[config.mk]
export PLATFORM = sky130hd
export DESIGN_NAME = wb_stage
export DESIGN_NICKNAME = d
export VERILOG_FILES = /design/src/wb_pkg.sv /design/src/wb_uop_if.sv /design/src/wb_flags.sv /design/src/wb_cmps_select.sv /design/src/wb_commit_ctl.sv /design/src/wb_stage.sv
export SDC_FILE = /design/constraint.sdc
export NUM_CORES = 1
export LEC_CHECK = 0
export BUFFER_PORTS_ARGS = -buffer_cell sky130_fd_sc_hd__buf_2
export CORE_ASPECT_RATIO = 0.7
export CORE_MARGIN = 2
export CORE_UTILIZATION = 34
export CTS_CLUSTER_DIAMETER = 60
export DETAILED_ROUTE_END_ITERATION = 8
export GPL_TIMING_DRIVEN = 1
export PLACE_DENSITY_LB_ADDON = 0.12
export SYNTH_ARGS = -nofsm -noshare
export SYNTH_HDL_FRONTEND = slang
export SYNTH_SLANG_ARGS = --single-unit
[constraint.sdc]
create_clock -name clk -period 1.5 [get_ports clk]
set_input_delay 0.45 -clock clk [delete_from_list [all_inputs] [get_ports clk]]
set_output_delay 0.45 -clock clk [all_outputs]
set_load 0.03 [all_outputs]
[src/wb_pkg.sv]
// --------------------------------------------------
// wb_pkg
// widths, EFLAGS bit positions and the flag mask
// type shared by the writeback stage
// --------------------------------------------------

`default_nettype none

package wb_pkg;

	// --------------------------------------------------
	// widths
	// --------------------------------------------------
	localparam int word_w = 32;
	// one mask bit per arithmetic or status flag
	localparam int mask_w = 7;

	// results, operands and the flags word
	typedef logic [word_w-1:0] word_t;

	// affected-flag mask
	// bit 6 OF, 5 DF, 4 SF, 3 ZF, 2 AF, 1 PF, 0 CF
	typedef logic [mask_w-1:0] flag_mask_t;

	// --------------------------------------------------
	// flag positions in the 32-bit EFLAGS word
	// --------------------------------------------------
	localparam int flag_pos_of = 11;
	localparam int flag_pos_df = 10;
	localparam int flag_pos_sf = 7;
	localparam int flag_pos_zf = 6;
	localparam int flag_pos_af = 4;
	localparam int flag_pos_pf = 2;
	localparam int flag_pos_cf = 0;

	// all flags clear out of reset
	localparam word_t flags_reset_val = '0;

endpackage

`default_nettype wire

[src/wb_uop_if.sv]
// --------------------------------------------------
// wb_uop_if
// decoded control bits of the micro-op in writeback
// --------------------------------------------------

`default_nettype none

interface wb_uop_if;
	import wb_pkg::*;

	// qualifies everything below
	logic valid;

	// base load bits from decode / execute
	logic ld_eip;
	logic ld_gpr1;
	logic ld_gpr2;
	logic ld_gpr3;
	logic ld_seg;
	logic ld_mm;
	logic dcache_write;
	logic ld_flags;

	// conditional forms
	logic is_jne;
	logic is_jnbe;
	logic is_cmovc;

	// halt and string-op control
	logic is_halt;
	logic is_cmps_first;
	logic is_cmps_second;
	logic repne;

	// which flags this uop writes
	flag_mask_t flags_affected;

	// top level drives the whole bundle
	modport src (
		output valid, ld_eip, ld_gpr1, ld_gpr2, ld_gpr3, ld_seg, ld_mm,
		output dcache_write, ld_flags, is_jne, is_jnbe, is_cmovc,
		output is_halt, is_cmps_first, is_cmps_second, repne, flags_affected
	);

	// commit control, no use for the flag mask
	modport ctl (
		input valid, ld_eip, ld_gpr1, ld_gpr2, ld_gpr3, ld_seg, ld_mm,
		input dcache_write, ld_flags, is_jne, is_jnbe, is_cmovc,
		input is_halt, is_cmps_first, is_cmps_second, repne
	);

	// flags register and cmps operand select
	modport data (
		input valid, ld_flags, flags_affected, is_cmps_first, is_cmps_second
	);

endinterface

`default_nettype wire

[src/wb_flags.sv]
// --------------------------------------------------
// wb_flags
// committed EFLAGS register, masked update of the
// seven arithmetic and status flags
// --------------------------------------------------

`default_nettype none

module wb_flags (
	input  logic          clk,
	input  logic          rst,
	wb_uop_if.data        uop,
	input  logic          ld_flags_v,
	input  wb_pkg::word_t wb_flags_in,
	output wb_pkg::word_t current_flags
);
	import wb_pkg::*;

	word_t flags_next;
	// bits outside the seven writable flags
	logic [24:0] reserved_bits;

	// --------------------------------------------------
	// next value, one mux per flag
	// --------------------------------------------------
	always_comb
	begin
		// start from the held value
		flags_next = current_flags;
		if (uop.flags_affected[6])
			flags_next[flag_pos_of] = wb_flags_in[flag_pos_of];
		if (uop.flags_affected[5])
			flags_next[flag_pos_df] = wb_flags_in[flag_pos_df];
		if (uop.flags_affected[4])
			flags_next[flag_pos_sf] = wb_flags_in[flag_pos_sf];
		if (uop.flags_affected[3])
			flags_next[flag_pos_zf] = wb_flags_in[flag_pos_zf];
		if (uop.flags_affected[2])
			flags_next[flag_pos_af] = wb_flags_in[flag_pos_af];
		if (uop.flags_affected[1])
			flags_next[flag_pos_pf] = wb_flags_in[flag_pos_pf];
		if (uop.flags_affected[0])
			flags_next[flag_pos_cf] = wb_flags_in[flag_pos_cf];
	end

	// register, loads only on a validated flag write
	always_ff @(posedge clk)
	begin
		if (rst)
			current_flags <= flags_reset_val;
		else if (ld_flags_v)
			current_flags <= flags_next;
	end

	// --------------------------------------------------
	// checks
	// --------------------------------------------------
	assign reserved_bits = {current_flags[31:12], current_flags[9:8],
		current_flags[5], current_flags[3], current_flags[1]};

	// reserved and upper bits stay at their reset value
	a_reserved_hold: assert property (@(posedge clk) disable iff (rst)
		reserved_bits == $past(reserved_bits));

endmodule

`default_nettype wire

[src/wb_cmps_select.sv]
// --------------------------------------------------
// wb_cmps_select
// holds the first CMPS result, picks the first
// data operand for the second CMPS uop
// --------------------------------------------------

`default_nettype none

module wb_cmps_select (
	input  logic          clk,
	input  logic          rst,
	wb_uop_if.data        uop,
	input  wb_pkg::word_t result_a,
	output wb_pkg::word_t data1
);
	import wb_pkg::*;

	// pointer left behind by the first cmps uop
	word_t cmps_first_ptr;

	// capture on a valid first uop
	always_ff @(posedge clk)
	begin
		if (rst)
			cmps_first_ptr <= '0;
		else if (uop.valid && uop.is_cmps_first)
			cmps_first_ptr <= result_a;
	end

	// second uop reuses the stored pointer
	// any other uop passes result_a through
	always_comb
	begin
		if (uop.is_cmps_second)
			data1 = cmps_first_ptr;
		else
			data1 = result_a;
	end

	// a uop is one half of the pair, never both
	a_cmps_exclusive: assert property (@(posedge clk) disable iff (rst)
		uop.valid |-> !(uop.is_cmps_first && uop.is_cmps_second));

endmodule

`default_nettype wire

[src/wb_commit_ctl.sv]
// --------------------------------------------------
// wb_commit_ctl
// resolves conditional loads from committed CF/ZF,
// validates write enables, halt and REPNE stop
// --------------------------------------------------

`default_nettype none

module wb_commit_ctl (
	wb_uop_if.ctl         uop,
	input  wb_pkg::word_t current_flags,
	input  wb_pkg::word_t result_c,
	output logic          v_ld_eip,
	output logic          v_ld_gpr1,
	output logic          v_ld_gpr2,
	output logic          v_ld_gpr3,
	output logic          v_ld_seg,
	output logic          v_ld_mm,
	output logic          v_dcache_write,
	output logic          ld_flags_v,
	output logic          halt,
	output logic          repne_terminate
);
	import wb_pkg::*;

	// committed flags, before this uop writes them
	logic cf;
	logic zf;
	// load bits after condition resolution
	logic ld_eip_res;
	logic ld_gpr1_res;
	// remaining repne count reached zero
	logic count_zero;

	assign cf = current_flags[flag_pos_cf];
	assign zf = current_flags[flag_pos_zf];

	// --------------------------------------------------
	// conditional forms
	// --------------------------------------------------
	always_comb
	begin
		// jnbe checked first, jne second
		if (uop.is_jnbe)
			ld_eip_res = !cf && !zf;
		else if (uop.is_jne)
			ld_eip_res = !zf;
		else
			ld_eip_res = uop.ld_eip;
	end

	// cmovc moves only on carry
	assign ld_gpr1_res = uop.is_cmovc ? cf : uop.ld_gpr1;

	// --------------------------------------------------
	// validated enables
	// --------------------------------------------------
	assign v_ld_eip       = uop.valid && ld_eip_res;
	assign v_ld_gpr1      = uop.valid && ld_gpr1_res;
	assign v_ld_gpr2      = uop.valid && uop.ld_gpr2;
	assign v_ld_gpr3      = uop.valid && uop.ld_gpr3;
	assign v_ld_seg       = uop.valid && uop.ld_seg;
	assign v_ld_mm        = uop.valid && uop.ld_mm;
	assign v_dcache_write = uop.valid && uop.dcache_write;
	assign ld_flags_v     = uop.valid && uop.ld_flags;

	// --------------------------------------------------
	// halt and repne
	// --------------------------------------------------
	assign halt = uop.valid && uop.is_halt;

	assign count_zero = (result_c == '0);

	// stop on a match (ZF) or an exhausted count
	// only the second cmps uop of a repne loop decides
	assign repne_terminate = uop.valid && uop.is_cmps_second && uop.repne
		&& (zf || count_zero);

	// both branch kinds at once is a decode error
	always_comb
	begin
		if (uop.valid)
			a_branch_kind: assert (!(uop.is_jne && uop.is_jnbe))
				else $error("jne and jnbe both set on a valid uop");
	end

endmodule

`default_nettype wire

[src/wb_stage.sv]
// --------------------------------------------------
// wb_stage
// writeback stage top, commits one uop per cycle
// --------------------------------------------------

`default_nettype none

module wb_stage (
	input  logic               clk,
	input  logic               rst,
	// decoded uop control
	input  logic               valid,
	input  logic               ld_eip,
	input  logic               ld_gpr1,
	input  logic               ld_gpr2,
	input  logic               ld_gpr3,
	input  logic               ld_seg,
	input  logic               ld_mm,
	input  logic               dcache_write,
	input  logic               ld_flags,
	input  logic               is_jne,
	input  logic               is_jnbe,
	input  logic               is_cmovc,
	input  logic               is_halt,
	input  logic               is_cmps_first,
	input  logic               is_cmps_second,
	input  logic               repne,
	input  wb_pkg::flag_mask_t flags_affected,
	// execute results
	input  wb_pkg::word_t      result_a,
	input  wb_pkg::word_t      result_c,
	input  wb_pkg::word_t      wb_flags_in,
	// operand and architectural state
	output wb_pkg::word_t      data1,
	output wb_pkg::word_t      current_flags,
	// commit enables
	output logic               v_ld_eip,
	output logic               v_ld_gpr1,
	output logic               v_ld_gpr2,
	output logic               v_ld_gpr3,
	output logic               v_ld_seg,
	output logic               v_ld_mm,
	output logic               v_dcache_write,
	output logic               v_ld_flags,
	output logic               halt,
	output logic               repne_terminate
);

	// --------------------------------------------------
	// uop bundle, straight from the ports
	// --------------------------------------------------
	wb_uop_if u_uop ();

	assign u_uop.valid          = valid;
	assign u_uop.ld_eip         = ld_eip;
	assign u_uop.ld_gpr1        = ld_gpr1;
	assign u_uop.ld_gpr2        = ld_gpr2;
	assign u_uop.ld_gpr3        = ld_gpr3;
	assign u_uop.ld_seg         = ld_seg;
	assign u_uop.ld_mm          = ld_mm;
	assign u_uop.dcache_write   = dcache_write;
	assign u_uop.ld_flags       = ld_flags;
	assign u_uop.is_jne         = is_jne;
	assign u_uop.is_jnbe        = is_jnbe;
	assign u_uop.is_cmovc       = is_cmovc;
	assign u_uop.is_halt        = is_halt;
	assign u_uop.is_cmps_first  = is_cmps_first;
	assign u_uop.is_cmps_second = is_cmps_second;
	assign u_uop.repne          = repne;
	assign u_uop.flags_affected = flags_affected;

	// validated flag load, shared by flags reg and port
	logic ld_flags_v;

	assign v_ld_flags = ld_flags_v;

	// --------------------------------------------------
	// blocks
	// --------------------------------------------------
	wb_commit_ctl u_commit_ctl (
		.uop             (u_uop.ctl),
		.current_flags   (current_flags),
		.result_c        (result_c),
		.v_ld_eip        (v_ld_eip),
		.v_ld_gpr1       (v_ld_gpr1),
		.v_ld_gpr2       (v_ld_gpr2),
		.v_ld_gpr3       (v_ld_gpr3),
		.v_ld_seg        (v_ld_seg),
		.v_ld_mm         (v_ld_mm),
		.v_dcache_write  (v_dcache_write),
		.ld_flags_v      (ld_flags_v),
		.halt            (halt),
		.repne_terminate (repne_terminate)
	);

	wb_flags u_flags (
		.clk           (clk),
		.rst           (rst),
		.uop           (u_uop.data),
		.ld_flags_v    (ld_flags_v),
		.wb_flags_in   (wb_flags_in),
		.current_flags (current_flags)
	);

	wb_cmps_select u_cmps_select (
		.clk      (clk),
		.rst      (rst),
		.uop      (u_uop.data),
		.result_a (result_a),
		.data1    (data1)
	);

endmodule

`default_nettype wire

==> metrics.csv <==
stage;metric;value;unit
run_status;status;finished, violations left;
run_status;violations;setup timing;
detailed_routing;detail-route-antenna-nets;0;
clocking;numCtsBuffers;5;
synth;yosysTopAreaCellShare;35.70;%
power_and_ir_drop;powerDensity;790.7;mW/mm^2
power_and_ir_drop;p_leak;1.722;nW
worst_hold_path;hp-start;result_a[26];
global_routing;grt_start_max_net_pins;28;
synth;ys_types;22;
floorplanning;die_area;0.007101;mm^2
worst_setup_path;worst-path-buf-inv;2;
timing;setup_slack;-0.4079;ns
worst_setup_path;slowest_delay;0.27;ns
cells_and_area;drive_gt1_share;52.63;%
detailed_routing;maxUsedRoutingLayer;met4;
power_and_ir_drop;irDropWorstVdd;0.4146;mV
timing;finalSetupViolations;35;
synth;avgSynthCellArea;8.161;um^2
detailed_routing;wl_per_cell;13.64;um
global_routing;antenna_found_initial;0;
floorplanning;num_rows;24;
floorplanning;initial_core_util;35.19;%
worst_setup_path;cpMaxStageDelayCell;nor4_4;
detailed_routing;drt-vias-per-instance;4.607;
timing;skew;0;ns
worst_setup_path;crit_family;simple AND/OR/NAND/NOR gates;
job;maxCapViolations;0;
worst_setup_path;r2r_setup_slack;0.72;ns
synth;ys_top_cells_by_area;dfxtp_1 (36%), mux2_2 (16%), nand2_1 (13%);
worst_hold_path;hold_path_depth;3;
detailed_routing;wl_met3;460;um
cells_and_area;synthToLayoutAreaGrowth;64.87;%
worst_hold_path;min_to;u_cmps_select.cmps_first_ptr[26];
clocking;cts-root-buf;clkbuf_8;
global_routing;grt_pass1_vias;2102;
cells_and_area;nNetsFinal;538;
synth;synth_area;0.002187;mm^2
global_routing;grt.total_usage;18.51;%
synth;yosys_most_used_dff;dfxtp_1;
synth;synth_edf_count;0;
synth;yosysMostFrequentCell;nand2_1;
detailed_routing;wl_met2;3208;um
synth;ys_seq_area_share;35.70;%
worst_setup_path;cp-end-kind;output pin;
worst_setup_path;crit_type;in2out;
placed_design;io_buffers;144;
global_routing;grt_pass1_wl;10290;um
synth;netlist_top_cells_count;nand2_1 (77), dfxtp_1 (39), a21oi_1 (37);
placed_design;post-dp-hpwl;4716;um
worst_setup_path;r2r-end;u_flags.current_flags[0];
timing;whs;0.4003;ns
worst_setup_path;rr_worst_depth;4;
detailed_routing;initialDrtViolationCount;72;
synth;synth_async_sr_flop_share;0;%
worst_setup_path;critPathMaxFanout;1;
clocking;clk_latency;0.29;ns
timing;period_share;127.2;%
detailed_routing;routed_wl;6764;um
cells_and_area;fin_util;58.01;%
timing;slew_violations;0;
global_routing;grt_overflow;0;
floorplanning;boundaryPins;195;
synth;synth.yosys.warnings;0;
cells_and_area;design_area;0.003606;mm^2
clocking;clk_pin_slew;0.08;ns
clocking;clockBufferDepth;2;
worst_hold_path;hold_class;in2reg;
synth;synthCells;268;
detailed_routing;firstDrtPassIters;4;
detailed_routing;drc;0;
timing;fmax;0.5241;GHz
timing;finalCriticalPeriod;1.908;ns
clocking;clock-sinks;39;
timing;rsz0062_at_grt;yes;
synth;synth_top_area_cell;dfxtp_1;
worst_setup_path;arrival;1.46;ns
placed_design;placed_cell_area;0.003054;mm^2
clocking;cts_tree;built;
floorplanning;die_h;71.11;um
synth;synth-seq-cells;39;
worst_setup_path;path_cells;buf_2, nor4_4, nand4_1, nor2_2, o2111a_2, buf_6;
worst_setup_path;r2r_start;u_flags.current_flags[0];
cells_and_area;n_fill_cell;576;
clocking;htree_num_levels;2;
cells_and_area;insertedDiodeCount;0;
worst_setup_path;start_kind;input port;
detailed_routing;vias;2285;
detailed_routing;wl_met1;3037;um
timing;hold_violations;0;
placed_design;gp_congestion;0.7676;
floorplanning;core_region_area;0.006216;mm^2
floorplanning;die_width;99.86;um
worst_setup_path;cp.required;1.05;ns
-- where the power goes --
| part | switching [mW] | internal (mW) | leakage [nW] | total (mW) |
|---|---|---|---|---|
| registers | 0.0232 | 1.08 | 0.319 | 1.10 |
| clock network | 0.368 | 0.418 | 0.0505 | 0.786 |
| logic | 0.517 | 0.445 | 1.35 | 0.962 |
-- layout make-up --
class / count / area, um^2 / area share (%)
multi-input combinational: 209 / 1378 / 38.20
timing repair buffer: 161 / 1241 / 34.42
sequential: 39 / 782.0 / 21.69
tap: 78 / 97.59 / 2.706
clock buffer: 7 / 96.34 / 2.672
clock inverter: 1 / 7.507 / 0.2082
inverter: 1 / 3.754 / 0.1041
-- cell families after synthesis --
kind of cell	count (synthesis)	share of synthesized area (%)
AO/OA/AOI/OAI	41	10.01
buffers and inverters	44	14.87
flip-flops	39	35.70
multiplexers	34	17.39
other	1	0.1715
AND/OR/NAND/NOR	109	21.85
-- per-layer routing --
layer | track usage [%] | vias up
li1 | - | 1144
met2 | 30.63 | 93
met5 | 0 | -
met3 | 4.447 | 6
met4 | 4.871 | 0
met1 | 24.45 | 1042
-- worst reg2reg max path, cell delays in order (launching register included) --
cell and delay (ns):
dfxtp_2 0.32, buf_6 0.11, buf_4 0.12, nand2_1 0.06
a21oi_2 0.05
-- worst max path at each step --
stage                                 end  depth (start not counted)         start
after global routing      repne_terminate                          6  result_c[14]
final                     repne_terminate                          6  result_c[14]
after global placement    repne_terminate                          6  result_c[17]
after detailed placement  repne_terminate                          6  result_c[17]
after floorplan           repne_terminate                          4   result_c[5]
after CTS                 repne_terminate                          6  result_c[16]
-- repair_timing --
item	4_1_cts	5_1_grt
resized for setup	91	11
buffers inserted	2	0
cloned	3	0
endpoints found under the setup margin	35	36
hold buffers	0	0
pin swaps	1	11
-- registers in the layout, summed over array words and instances, names as in the netlist --
signal	count
u_flags.current_flags	7
u_cmps_select.cmps_first_ptr	32
-- metrics by stage --
step	std cells	power, mW	setup slack, ns	TNS, ns
final	496	2.851	-0.4079	-4.278
after global routing	496	3.011	-0.4892	-4.926
after CTS	496	2.861	-0.3600	-4.253
after global placement	483	1.909	-0.4051	-8.050
after detailed placement	483	1.919	-0.4214	-8.335
after floorplan	292	1.715	-0.1340	-0.1793
-- placed cells by master (no fill, tap or decap), drive strengths merged --
master | netlist | final
a21oi | 39 | 39
and2 | 9 | 9
buf | 41 | 160
clkbuf | 2 | 8
clkinvlp | 0 | 1
conb | 1 | 25
dfxtp | 39 | 39
inv | 1 | 1
mux2 | 32 | 32
mux2i | 2 | 2
nand2 | 80 | 80
nand3 | 7 | 7
nand4 | 2 | 2
nor2 | 2 | 2
nor2b | 1 | 1
nor4 | 8 | 8
o2111a | 1 | 1
o21ai | 1 | 1
Power figures use the tool's default switching activity.
